$ cat src/hdl/rename_pkg.sv
////////////////////////////////////////////////////////////////////////////
// Shared sizing and types for the register renaming block.
// Register address widths, instruction id width and the in-flight
// record that links an issued instruction to its old and new mappings.
// Modules take these with a wildcard import in the body.
////////////////////////////////////////////////////////////////////////////

`default_nettype none

package rename_pkg;

    ////////////////////////////////////////////////////////////////////////////
    // Sizing

    // Architectural registers, x0..x31
    localparam int NUM_ARCH_REGS = 32;
    // Physical register file
    localparam int NUM_PHYS_REGS = 64;
    // Instructions that may sit between issue and retire
    localparam int MAX_IDS = 16;
    // Source operands renamed per decode
    localparam int NUM_READ_PORTS = 2;

    localparam int ARCH_ADDR_W = $clog2(NUM_ARCH_REGS);
    localparam int PHYS_ADDR_W = $clog2(NUM_PHYS_REGS);
    localparam int ID_W = $clog2(MAX_IDS);

    // Registers not mapped after init start out free
    localparam int FREE_LIST_DEPTH = NUM_PHYS_REGS - NUM_ARCH_REGS;

    ////////////////////////////////////////////////////////////////////////////
    // Types

    typedef logic [ARCH_ADDR_W-1:0] arch_addr_t;
    typedef logic [PHYS_ADDR_W-1:0] phys_addr_t;
    typedef logic [ID_W-1:0] id_t;

    // One record per instruction issued with a destination
    typedef struct packed {
        arch_addr_t rd_addr;
        // Assigned at rename
        phys_addr_t spec_phys;
        // Mapping it replaced
        phys_addr_t prev_phys;
    } inflight_entry_t;

endpackage

`default_nettype wire
$ cat src/hdl/free_list_if.sv
////////////////////////////////////////////////////////////////////////////
// Link between the rename control and the free list FIFO.
// Control side strobes push, pop and rollback; FIFO side shows its head.
////////////////////////////////////////////////////////////////////////////

`timescale 1ns/10ps
`default_nettype none

interface free_list_if;
    import rename_pkg::*;

    // Append push_data on this edge
    logic push;
    phys_addr_t push_data;
    // Remove head on this edge
    logic pop;
    // Re-take the last popped register
    logic rollback;
    // Oldest free register, combinational
    phys_addr_t head;

    modport ctrl (
        output push,
        output push_data,
        output pop,
        output rollback,
        input  head
    );

    modport fifo (
        input  push,
        input  push_data,
        input  pop,
        input  rollback,
        output head
    );

endinterface

`default_nettype wire

$ cat src/hdl/reg_renamer.sv
////////////////////////////////////////////////////////////////////////////
// Register renaming block, top level.
// Renames two sources and one destination at decode, records mappings at
// issue, commits or reverts at retire and rolls back on flush.
// Inputs are ignored until init_done rises.
////////////////////////////////////////////////////////////////////////////

`timescale 1ns/10ps
`default_nettype none

module reg_renamer (
    input  logic                   clk,
    input  logic                   arst_n,
    output logic                   init_done,
    // Decode
    input  logic                   decode_advance,
    input  logic                   decode_uses_rd,
    input  rename_pkg::arch_addr_t decode_rd_addr,
    input  rename_pkg::arch_addr_t decode_rs_addr [rename_pkg::NUM_READ_PORTS],
    output rename_pkg::phys_addr_t decode_phys_rs_addr [rename_pkg::NUM_READ_PORTS],
    output rename_pkg::phys_addr_t decode_phys_rd_addr,
    // Issue
    input  logic                   issue_valid,
    input  logic                   issue_with_rd,
    input  rename_pkg::id_t        issue_id,
    input  rename_pkg::arch_addr_t issue_rd_addr,
    input  rename_pkg::phys_addr_t issue_phys_rd_addr,
    input  logic                   flush,
    // Retire
    input  logic                   retire_valid,
    input  rename_pkg::id_t        retire_id,
    input  logic                   retire_revert
);
    import rename_pkg::*;

    free_list_if fl_bus ();

    logic map_we;
    arch_addr_t map_waddr;
    phys_addr_t map_wdata;
    phys_addr_t prev_entry;
    logic inflight_we;
    inflight_entry_t issue_entry;
    inflight_entry_t retire_entry;

    // x0 destination gets p0 and takes nothing from the free list
    assign decode_phys_rd_addr = (decode_rd_addr != '0) ? fl_bus.head : '0;

    // Old mapping comes from the map write made at this instruction's rename
    assign issue_entry = '{
        rd_addr:   issue_rd_addr,
        spec_phys: issue_phys_rd_addr,
        prev_phys: prev_entry
    };

    ////////////////////////////////////////////////////////////////////////////
    // Control and datapath

    rename_ctrl ctrl_inst (
        .clk            (clk),
        .arst_n         (arst_n),
        .init_done      (init_done),
        .decode_advance (decode_advance),
        .decode_uses_rd (decode_uses_rd),
        .decode_rd_addr (decode_rd_addr),
        .issue_valid    (issue_valid),
        .issue_with_rd  (issue_with_rd),
        .flush          (flush),
        .issue_rd_addr  (issue_rd_addr),
        .retire_valid   (retire_valid),
        .retire_revert  (retire_revert),
        .retire_entry   (retire_entry),
        .prev_phys      (prev_entry),
        .fl             (fl_bus.ctrl),
        .map_we         (map_we),
        .map_waddr      (map_waddr),
        .map_wdata      (map_wdata),
        .inflight_we    (inflight_we)
    );

    phys_free_list #(
        .DEPTH (FREE_LIST_DEPTH)
    ) free_list_inst (
        .clk    (clk),
        .arst_n (arst_n),
        .fl     (fl_bus.fifo)
    );

    spec_map_table map_inst (
        .clk          (clk),
        .we           (map_we),
        .waddr        (map_waddr),
        .wdata        (map_wdata),
        .rs_addr      (decode_rs_addr),
        .phys_rs_addr (decode_phys_rs_addr),
        .prev_entry   (prev_entry)
    );

    inflight_table inflight_inst (
        .clk   (clk),
        .we    (inflight_we),
        .waddr (issue_id),
        .wdata (issue_entry),
        .raddr (retire_id),
        .rdata (retire_entry)
    );

endmodule

`default_nettype wire

$ cat src/hdl/inflight_table.sv
////////////////////////////////////////////////////////////////////////////
// Table of in-flight rename records, indexed by instruction id.
// Written at issue, read asynchronously at retire.
////////////////////////////////////////////////////////////////////////////

`timescale 1ns/10ps
`default_nettype none

module inflight_table (
    input  logic                        clk,
    input  logic                        we,
    input  rename_pkg::id_t             waddr,
    input  rename_pkg::inflight_entry_t wdata,
    input  rename_pkg::id_t             raddr,
    output rename_pkg::inflight_entry_t rdata
);
    import rename_pkg::*;

    // Distributed RAM, one entry per id
    inflight_entry_t ram [MAX_IDS];

    always_ff @(posedge clk) begin
        if (we) begin
            ram[waddr] <= wdata;
        end
    end

    // Same-cycle lookup for retire
    assign rdata = ram[raddr];

endmodule

`default_nettype wire

$ cat src/hdl/spec_map_table.sv
////////////////////////////////////////////////////////////////////////////
// Speculative architectural-to-physical register map.
// Source lookups are asynchronous. Each write also captures the entry
// it overwrites into prev_entry, which issue stores and rollback uses.
////////////////////////////////////////////////////////////////////////////

`timescale 1ns/10ps
`default_nettype none

module spec_map_table (
    input  logic                   clk,
    input  logic                   we,
    input  rename_pkg::arch_addr_t waddr,
    input  rename_pkg::phys_addr_t wdata,
    input  rename_pkg::arch_addr_t rs_addr [rename_pkg::NUM_READ_PORTS],
    output rename_pkg::phys_addr_t phys_rs_addr [rename_pkg::NUM_READ_PORTS],
    output rename_pkg::phys_addr_t prev_entry
);
    import rename_pkg::*;

    phys_addr_t map [NUM_ARCH_REGS];

    // Internal read port at the write address
    phys_addr_t old_entry;

    assign old_entry = map[waddr];

    ////////////////////////////////////////////////////////////////////////////
    // Write port

    always_ff @(posedge clk) begin
        if (we) begin
            map[waddr] <= wdata;
        end
    end

    // Old value of whatever was last written
    always_ff @(posedge clk) begin
        if (we) begin
            prev_entry <= old_entry;
        end
    end

    ////////////////////////////////////////////////////////////////////////////
    // Source read ports

    // x0 reads p0, written once at init and never again
    for (genvar i = 0; i < NUM_READ_PORTS; i++) begin : gen_rs_read
        assign phys_rs_addr[i] = map[rs_addr[i]];
    end

endmodule

`default_nettype wire

$ cat src/hdl/phys_free_list.sv
////////////////////////////////////////////////////////////////////////////
// Circular FIFO of free physical register numbers.
// Push appends, pop removes the head, rollback re-takes the last pop
// by stepping the read pointer back. DEPTH must be a power of two.
////////////////////////////////////////////////////////////////////////////

`timescale 1ns/10ps
`default_nettype none

module phys_free_list #(
    parameter int DEPTH = 32
) (
    input  logic     clk,
    input  logic     arst_n,
    free_list_if.fifo fl
);
    import rename_pkg::*;

    phys_addr_t mem [DEPTH];

    // Extra top bit tells full from empty
    logic [$clog2(DEPTH):0] rd_ptr;
    logic [$clog2(DEPTH):0] wr_ptr;
    logic empty;
    logic full;

    assign empty = (rd_ptr == wr_ptr);
    assign full = (rd_ptr[$clog2(DEPTH)] != wr_ptr[$clog2(DEPTH)])
                && (rd_ptr[$clog2(DEPTH)-1:0] == wr_ptr[$clog2(DEPTH)-1:0]);

    assign fl.head = mem[rd_ptr[$clog2(DEPTH)-1:0]];

    ////////////////////////////////////////////////////////////////////////////
    // Storage

    always_ff @(posedge clk) begin
        if (fl.push) begin
            mem[wr_ptr[$clog2(DEPTH)-1:0]] <= fl.push_data;
        end
    end

    ////////////////////////////////////////////////////////////////////////////
    // Pointers

    always_ff @(posedge clk or negedge arst_n) begin
        if (!arst_n) begin
            wr_ptr <= '0;
        end else if (fl.push) begin
            wr_ptr <= wr_ptr + 1'b1;
        end
    end

    // Popped slot is not overwritten before rollback, so stepping back is safe
    always_ff @(posedge clk or negedge arst_n) begin
        if (!arst_n) begin
            rd_ptr <= '0;
        end else if (fl.rollback) begin
            rd_ptr <= rd_ptr - 1'b1;
        end else if (fl.pop) begin
            rd_ptr <= rd_ptr + 1'b1;
        end
    end

    pop_not_empty: assert property (@(posedge clk) disable iff (!arst_n)
        fl.pop |-> !empty)
        else $error("free list pop while empty");

    push_not_full: assert property (@(posedge clk) disable iff (!arst_n)
        fl.push |-> !full)
        else $error("free list push while full");

endmodule

`default_nettype wire

$ cat src/hdl/rename_ctrl.sv
////////////////////////////////////////////////////////////////////////////
// Control of the renaming block.
// Runs the post-reset init sequence, then decodes rename, rollback,
// commit and revert into free list strobes and one map-table write.
// Map-table write priority is init, rollback, revert, rename.
////////////////////////////////////////////////////////////////////////////

`timescale 1ns/10ps
`default_nettype none

module rename_ctrl (
    input  logic                        clk,
    input  logic                        arst_n,
    output logic                        init_done,
    input  logic                        decode_advance,
    input  logic                        decode_uses_rd,
    input  rename_pkg::arch_addr_t      decode_rd_addr,
    input  logic                        issue_valid,
    input  logic                        issue_with_rd,
    input  logic                        flush,
    input  rename_pkg::arch_addr_t      issue_rd_addr,
    input  logic                        retire_valid,
    input  logic                        retire_revert,
    input  rename_pkg::inflight_entry_t retire_entry,
    input  rename_pkg::phys_addr_t      prev_phys,
    free_list_if.ctrl                   fl,
    output logic                        map_we,
    output rename_pkg::arch_addr_t      map_waddr,
    output rename_pkg::phys_addr_t      map_wdata,
    output logic                        inflight_we
);
    import rename_pkg::*;

    // Top bit set once all entries are loaded
    logic [ARCH_ADDR_W:0] init_cnt;
    logic init_active;
    logic rename_valid;
    logic rollback_valid;
    logic retire_act;
    logic revert_valid;

    ////////////////////////////////////////////////////////////////////////////
    // Init sequence

    assign init_active = ~init_cnt[ARCH_ADDR_W];
    assign init_done = init_cnt[ARCH_ADDR_W];

    // Walks 0..31, then holds
    always_ff @(posedge clk or negedge arst_n) begin
        if (!arst_n) begin
            init_cnt <= '0;
        end else if (init_active) begin
            init_cnt <= init_cnt + 1'b1;
        end
    end

    ////////////////////////////////////////////////////////////////////////////
    // Operation decode

    // x0 never renamed; a rollback takes the edge instead
    assign rename_valid = init_done & decode_advance & decode_uses_rd & ~rollback_valid
                        & (decode_rd_addr != '0);
    // Undo the rename of the instruction in issue
    assign rollback_valid = init_done & flush & issue_valid & (issue_rd_addr != '0);
    assign retire_act = init_done & retire_valid;
    assign revert_valid = retire_act & retire_revert;

    assign inflight_we = init_done & issue_with_rd;

    // Free list side
    assign fl.pop = rename_valid;
    assign fl.rollback = rollback_valid;
    assign fl.push = init_active | retire_act;
    // Init loads 32..63; revert frees the new register, commit the old one
    assign fl.push_data = init_active ? {1'b1, init_cnt[ARCH_ADDR_W-1:0]}
                        : retire_revert ? retire_entry.spec_phys
                        : retire_entry.prev_phys;

    ////////////////////////////////////////////////////////////////////////////
    // Map-table write select

    assign map_we = init_active | rollback_valid | revert_valid | rename_valid;

    always_comb begin
        // Rename by default
        map_waddr = decode_rd_addr;
        map_wdata = fl.head;
        if (init_active) begin
            // Identity mapping
            map_waddr = init_cnt[ARCH_ADDR_W-1:0];
            map_wdata = {1'b0, init_cnt[ARCH_ADDR_W-1:0]};
        end else if (rollback_valid) begin
            map_waddr = issue_rd_addr;
            map_wdata = prev_phys;
        end else if (revert_valid) begin
            map_waddr = retire_entry.rd_addr;
            map_wdata = retire_entry.prev_phys;
        end
    end

    // x0 stays pinned to p0 once init is over
    no_x0_write: assert property (@(posedge clk) disable iff (!arst_n)
        (init_done && map_we) |-> (map_waddr != '0))
        else $error("map write to x0 after init");

    // Decode and retire never share a cycle
    no_retire_with_decode: assert property (@(posedge clk) disable iff (!arst_n)
        init_done |-> !(decode_advance && retire_valid))
        else $error("retire and decode advance together");

endmodule

`default_nettype wire

$ cat config.mk
export PLATFORM = sky130hd
export DESIGN_NAME = reg_renamer
export DESIGN_NICKNAME = d
export VERILOG_FILES = /design/src/hdl/rename_pkg.sv /design/src/hdl/free_list_if.sv /design/src/hdl/reg_renamer.sv /design/src/hdl/inflight_table.sv /design/src/hdl/spec_map_table.sv /design/src/hdl/phys_free_list.sv /design/src/hdl/rename_ctrl.sv
export SDC_FILE = /design/constraint.sdc
export NUM_CORES = 1
export LEC_CHECK = 0
export BUFFER_PORTS_ARGS = -buffer_cell sky130_fd_sc_hd__buf_4
export CORE_UTILIZATION = 65
export DETAILED_ROUTE_END_ITERATION = 12
export PLACE_DENSITY_LB_ADDON = 0.2
export REMOVE_ABC_BUFFERS = 1
export SYNTH_ARGS = -nofsm -noshare
export SYNTH_HDL_FRONTEND = slang
export SYNTH_HIERARCHICAL = 1
export SYNTH_SLANG_ARGS = --single-unit
$ cat constraint.sdc
create_clock -name clk -period 7.9 [get_ports clk]
set_input_delay 1.58 -clock clk [delete_from_list [all_inputs] [get_ports clk]]
set_output_delay 1.58 -clock clk [all_outputs]
set_load 0.02 [all_outputs]
==> results.md, run 1 <==
* Critical path arrival at 4.05 ns
* DR WL/cell at 33.5 um
* First-pass GRT wire length at 106 mm
* Min cycle time layout at 5.63 ns
* H-tree levels at 3
* Post-synthesis cell count at 1425
* RD Place Congestion at 0.952
* Avg Inst Size Synth at 20.9 sq um
* Post-CTS Setup Bufs at 0
* Fin Hold WS at 0.504 ns
* Layout Skew at 0.0323 ns
* Status: complete, no violations
* Cell type with the largest total area after synthesis: edfxtp_1
* Number of remaining DRC errors at 0
* Share of cells above drive strength 1 at 0.353
* Number of global-route vias before repair at 16100
* Pins Over Slew Limit at 0
* Final Util at 0.739
* Critical path type: input pin to primary output
* CTS buffer count at 68
* Clock buffer depth at 3
* Finished Layout Cells at 2143
* Detail Route Antenna Nets at 0
* Nets@finish at 1554
* Initial antenna violation count at 0
* # Max-Cap Violations at 0
* Ports at 62
* Initial Utilization at 0.665
* Fillers at 2490
* CP startpoint kind: input pin
* Area of the core at 0.0447 sq mm
* Final setup TNS at 0 ns
* Die Area at 0.0466 sq mm
* WL final at 71.9 mm
* Seq/Total Area, Yosys at 0.682
* Cells after DPL at 2024
* Slew headroom at 0.110
* Critical Path Sink Type: primary output
* CTS Hold Buffers Added at 0
* Yosys reg bits at 678
* DP HPWL at 45.6 mm
* Power Dens Cells at 289 mW/mm^2
* Peak VDD IR at 0.197 mV
* Antenna fix cells at 0
* Chip Width at 216 um
* Post-CTS sizing at 0
* Clk Latency, worst-skew pair at 0.60 ns
* Min-Delay Path Class: register to register
* Mapped Area at 0.0297 sq mm
* TritonRoute pass-1 iters at 5
* Die Span Y at 216 um
* Leak at 10.6 nW
* Area share of the largest cell type after synthesis at 0.669
* CTS tree: yes
* Root Driver: clkbuf_16
* Area Overhead vs Synth at 11.2%
* Largest net degree at the start of global routing at 51
* Commonest non-fill, non-tap cell in the layout: edfxtp_1
* Netlist cell types at 50
* Max Fclk at 178 MHz
* Worst-margin pin slew at 1.33 ns
* Grt ovf at 0
* Count of final hold-check violations at 0
* Clk sinks at 678
* Final worst path period share at 0.713
* RSZ-0062 raised after global routing: false
* IO Port Bufs at 61
* Vias per cell at 7.34
* Initial DRC count at 1958
* Worst Path Required at 6.32 ns
* Synth area leaders: edfxtp_1, mux4_2, a22oi_1
* Final Setup Violations at 0
* Crit path max fanout at 48
* GRT Util Overall at 0.320
* Vias at 15700
* Yosys Warn Count at 6
* Row count at 77
* Tot Pwr at 9.55 mW
* Clock-pin slew on the worst setup and hold paths at 0.07 ns
* Commonest non-fill, non-tap cells in the layout: edfxtp_1, mux4_2, buf_4, nor2_1, clkbuf_16
==> per-stage QoR <==
step           area [sq um]  setup slack (ns)
2_1_floorplan         29200             -1.48
3_3_place_gp          30900              1.92
3_5_place_dp          30900              1.94
4_1_cts               33100              2.26
5_1_grt               33100              2.15
6_report              33100              2.27
==> path summary, 6_finish.rpt <==
kind	start	slack, ns	cells past startpoint	end
min reg2reg	ctrl_inst/init_cnt[4]$_DFFE_PN0N_	0.50	1	ctrl_inst/init_cnt[4]$_DFFE_PN0N_
max in group asynchronous	arst_n	6.85	1	free_list_inst/rd_ptr[2]$_DFFE_PN0P_
max reg2reg	free_list_inst/rd_ptr[0]$_DFFE_PN0P_	3.55	8	map_inst/map[2][2]$_DFFE_PP_
min in group asynchronous	arst_n	0.84	1	free_list_inst/rd_ptr[1]$_DFFE_PN0P_
max	decode_rs_addr[6]	2.27	5	decode_phys_rs_addr[9]
min	ctrl_inst/init_cnt[4]$_DFFE_PN0N_	0.50	1	ctrl_inst/init_cnt[4]$_DFFE_PN0N_
==> metal layers <==
metal | global-route usage | part of all wire | routed length (um) | vias to the layer above
met4 | 0.134 | 0.042 | 3050 | 0
met3 | 0.0612 | 0.10 | 7430 | 183
met2 | 0.516 | 0.50 | 35700 | 1058
met1 | 0.437 | 0.36 | 25700 | 8233
met5 | 0 | 0 | 0 | -
li1 | - | - | - | 6247
==> synthesized netlist by cell type (all sizes together) <==
master,count
o221ai,1
nor2,85
a21o,2
mux2i,14
a22oi,58
nor3,9
dfrtp,16
a22o,1
clkbuf,39
and3,3
xnor2,9
edfxtp,662
o21a,1
nor2b,4
o22ai,1
and2,3
mux4,296
inv,11
or4,2
nand4,10
o21ai,8
or3b,3
ha,8
buf,56
nand3b,10
o31ai,1
nor4,1
or3,3
a221o,2
nand3,8
nand2b,3
a31oi,3
a21oi,8
o21bai,1
fa,1
nand2,43
o211ai,1
a21boi,6
and3b,3
mux2,23
xor2,3
nor3b,3
==> worst max-delay path, stage by stage <==
cell,delay [ns]
buf_4,0.73
mux4_2,0.61
mux4_2,0.58
mux2_2,0.33
buf_4,0.16
==> kinds of logic after synthesis <==
group / count (synthesis) / share of synthesized area
multiplexers: 333 / 0.238
buffers and inverters: 106 / 0.0186
AND/OR/NAND/NOR: 193 / 0.0309
flip-flops: 678 / 0.682
adder cells (fa/ha/maj): 9 / 0.00404
AO/OA/AOI/OAI: 94 / 0.0229
XOR/XNOR: 12 / 0.00354
==> power by group <==
group / total (mW) / internal, mW / switching [mW]
combinational: 1.82 / 0.766 / 1.06
sequential: 4.56 / 4.38 / 0.184
clock: 3.16 / 1.86 / 1.31
==> registers in the layout, indices dropped and copies added, names as in the netlist <==
register	flops
free_list_inst/mem	192
map_inst/prev_entry	6
free_list_inst/rd_ptr	5
inflight_inst/ram	272
map_inst/map	192
ctrl_inst/init_cnt	6
free_list_inst/wr_ptr	5
==> final cells by class <==
| cell class | count | area [sq um] | share of cell area |
|---|---|---|---|
| Clock buffer | 91 | 1860 | 0.0563 |
| Timing Repair Buffer | 102 | 766 | 0.0232 |
| Tap cell | 592 | 741 | 0.0224 |
| Sequential cell | 678 | 20300 | 0.614 |
| Inverter | 11 | 43.8 | 0.00132 |
| Multi-Input combinational cell | 641 | 9030 | 0.273 |
| Clock inverter | 28 | 324 | 0.00980 |
No activity file was read; power rests on OpenSTA's default activity.
==> inputs of run 2 (changes only) <==
Settings changed: CORE_UTILIZATION 65 to 57.
Clock period 7.9 ns to 4.9 ns, I/O delays scaled along.
==> run 2 against run 1 <==
  * Critical path type is now register to primary output
  * Largest power group unchanged
  * Register-to-register slack worse by 2.5 ns
  * Sequential share of layout area decreased by 0.92 points
  * Core utilization is 8.7 points lower
  * Count of clock-buffer cells in the layout shrank 4
  * First-iteration DRC count is 3.8% lower
  * Cell area is 1.5% higher
  * Non-clock buffer count increased by 46
==> results.md, run 2 (synthesis results as in run 1) <==
* TritonRoute pass-1 iters at 5 (unchanged)
* Post-CTS Setup Bufs at 0 (unchanged)
* CTS buffer count at 70 (+2.9%)
* Status: complete, no violations
* Power Dens Cells at 459 mW/mm^2 (+59%)
* IO Port Bufs at 61 (unchanged)
* # Max-Cap Violations at 0 (unchanged)
* RD Place Congestion at 0.917 (-3.6%)
* Final Setup Violations at 0 (unchanged)
* Slew headroom at 0.114 (+0.00384)
* Sequential cell area at 0.0203 sq mm (about the same)
* Combinational share of power at 0.193 (+0.002)
* Final setup TNS at 0 ns (unchanged)
* Leak at 10.8 nW (+2.5%)
* Largest net degree at the start of global routing at 49 (-3.9%)
* CTS Hold Buffers Added at 0 (unchanged)
* Count of final hold-check violations at 0 (unchanged)
* Fin area at 0.0336 sq mm (+1.5%)
* Die Span Y at 230 um (+6.7%)
* Max Fclk at 228 MHz
* Max reg flops at 272 (unchanged)
* Number of global-route vias before repair at 16100 (+0.16%)
* Commonest non-fill, non-tap cell in the layout: edfxtp_1
* Min-Delay Path Class: input pin to asynchronous set/reset pin
* Reg-to-Reg End: map_inst/map[13][2]$_DFFE_PP_
* Clk sinks at 678 (unchanged)
* Min cycle time layout at 4.39 ns
* Pins Over Slew Limit at 0 (unchanged)
* Area of the core at 0.0514 sq mm (+15%)
* Vias at 15600 (-0.85%)
* Die Area at 0.0531 sq mm (+14%)
* Number of remaining DRC errors at 0 (unchanged)
* DP HPWL at 45.7 mm (+0.11%)
* Detail Route Antenna Nets at 0 (unchanged)
* RSZ-0062 raised after global routing: false
* Commonest non-fill, non-tap cells in the layout: edfxtp_1, mux4_2, buf_4, nor2_1, clkbuf_16
* Sw power at 4.12 mW (+62%)
* Flop pwr share at 0.477 (about the same)
* Initial DRC count at 1884 (-3.8%)
* Area Overhead vs Synth at 12.9%
* Crit Reg-Reg Startpoint: free_list_inst/rd_ptr[0]$_DFFE_PN0P_
* Crit path max fanout at 14 (-71%)
* Fillers at 3360 (+35%)
* Peak VDD IR at 0.290 mV (+47%)
* Clock share of power at 0.330 (about the same)
* Grt ovf at 0 (unchanged)
* Initial antenna violation count at 1 (+1)
* Final WS setup at 0.506 ns (-1.76 ns)
* Chip Width at 230 um (+6.7%)
* Nets@finish at 1602 (+3.1%)
* Dpl ws at 0.175 ns (-1.76 ns)
* Post-CTS sizing at 0 (unchanged)
* Ports at 62 (unchanged)
* Root Driver: clkbuf_16
* Clk Latency, worst-skew pair at 0.61 ns (about the same)
* Flop-to-flop setup slack at 1.04 ns (-2.51 ns)
* CP startpoint kind: register
* Post-DP Area at 0.0314 sq mm (+1.7%)
* Pint at 11.3 mW (+61%)
* CTS tree: yes
* Critical path type: register to primary output
* Initial Utilization at 0.578 (-0.0867)
* Share of cells above drive strength 1 at 0.370 (+0.0169)
* Worst Path Required at 3.92 ns (-2.40 ns)
* First-pass GRT wire length at 106 mm (-0.59%)
* Layout Skew at 0.0230 ns (-0.00926 ns)
* Vias per cell at 6.83 (-6.9%)
* Critical Path Sink Type: primary output
* Worst-margin pin slew at 1.33 ns (-0.00433 ns)
* H-tree levels at 3 (unchanged)
* GRT Util Overall at 0.276 (-0.0436)
* Switching share of power at 0.267 (+0.000817)
* Top register by number of flip-flops: inflight_inst/ram
* Final worst path period share at 0.897
* Critical path arrival at 3.41 ns (-0.64 ns)
* Clock-pin slew on the worst setup and hold paths at 0.06 ns (about the same)
* DR WL/cell at 31.1 um (-7.4%)
* Clock buffer depth at 3 (unchanged)
* WL final at 70.9 mm (-1.4%)
* Multi-input gate area at 0.00902 sq mm (-0.11%)
* Row count at 83 (+7.8%)
* R2R depth at 7 (-1)
==> run 2: changes by cell type in the layout (fill, tap and decap cells not counted), moves of 2 or more <==
cell / before / now
diode_2: 0 / 2
buf_12: 0 / 6
clkinv_1: 7 / 14
buf_4: 102 / 142
clkinvlp_4: 2 / 0
clkinv_2: 7 / 9
clkbuf_1: 19 / 15
==> run 2: cell type report <==
class	instances	share of cell area
Tap cell	680	0.0254
Clock inverter	34	0.00917
Sequential cell	678	0.604
Inverter	11	0.00130
Antenna cell	2	0.000149
Multi-Input combinational cell	641	0.269
Timing Repair Buffer	148	0.0353
Clock buffer	87	0.0554
==> run 2: metrics by stage <==
step / utilization / std cells / total power, mW / hold WS (ns)
floorplan: - / 1330 / 9.18 / 0.459
global route: 0.653 / 2279 / 15.9 / 0.237
global placement: 0.611 / 2158 / 10.4 / 0.482
CTS: 0.653 / 2279 / 15.5 / 0.219
finish: 0.653 / 2281 / 15.4 / 0.237
detailed placement: 0.611 / 2158 / 10.4 / 0.477
==> run 2: per-layer routing <==
layer  global-route usage  up-vias  share of wire
li1                     -     6349              -
met5                    0        -              0
met4               0.0995        0          0.031
met3               0.0504      145          0.085
met1                0.389     8263           0.39
met2                0.440      830           0.49
==> run 2: how the worst max path moves through the flow <==
| stage | start | end |
|---|---|---|
| 6_report | free_list_inst/rd_ptr[0]$_DFFE_PN0P_ | decode_phys_rd_addr[4] |
| 5_1_grt | free_list_inst/rd_ptr[0]$_DFFE_PN0P_ | decode_phys_rd_addr[2] |
| 4_1_cts | free_list_inst/rd_ptr[0]$_DFFE_PN0P_ | decode_phys_rd_addr[2] |
| 3_5_place_dp | retire_id[0] | map_inst/map[12][3]$_DFFE_PP_ |
| 3_3_place_gp | retire_id[0] | map_inst/map[12][3]$_DFFE_PP_ |
| 2_1_floorplan | retire_id[3] | map_inst/map[11][0]$_DFFE_PP_ |
==> run 2: worst max-delay path: stages (launching register included) <==
cell and delay (ns):
dfrtp_4 0.60, buf_4 0.35, mux4_2 0.57, mux4_2 0.55, mux2_2 0.32, a21boi_0 0.19, buf_4 0.23
==> run 2: power groups by stage <==
stage	combinational, mW	clock [mW]	sequential [mW]
2_1_floorplan	1.72	0	7.46
3_3_place_gp	2.92	0	7.46
3_5_place_dp	2.97	0	7.48
4_1_cts	2.98	5.16	7.36
5_1_grt	3.13	5.37	7.39
6_report	2.97	5.08	7.36
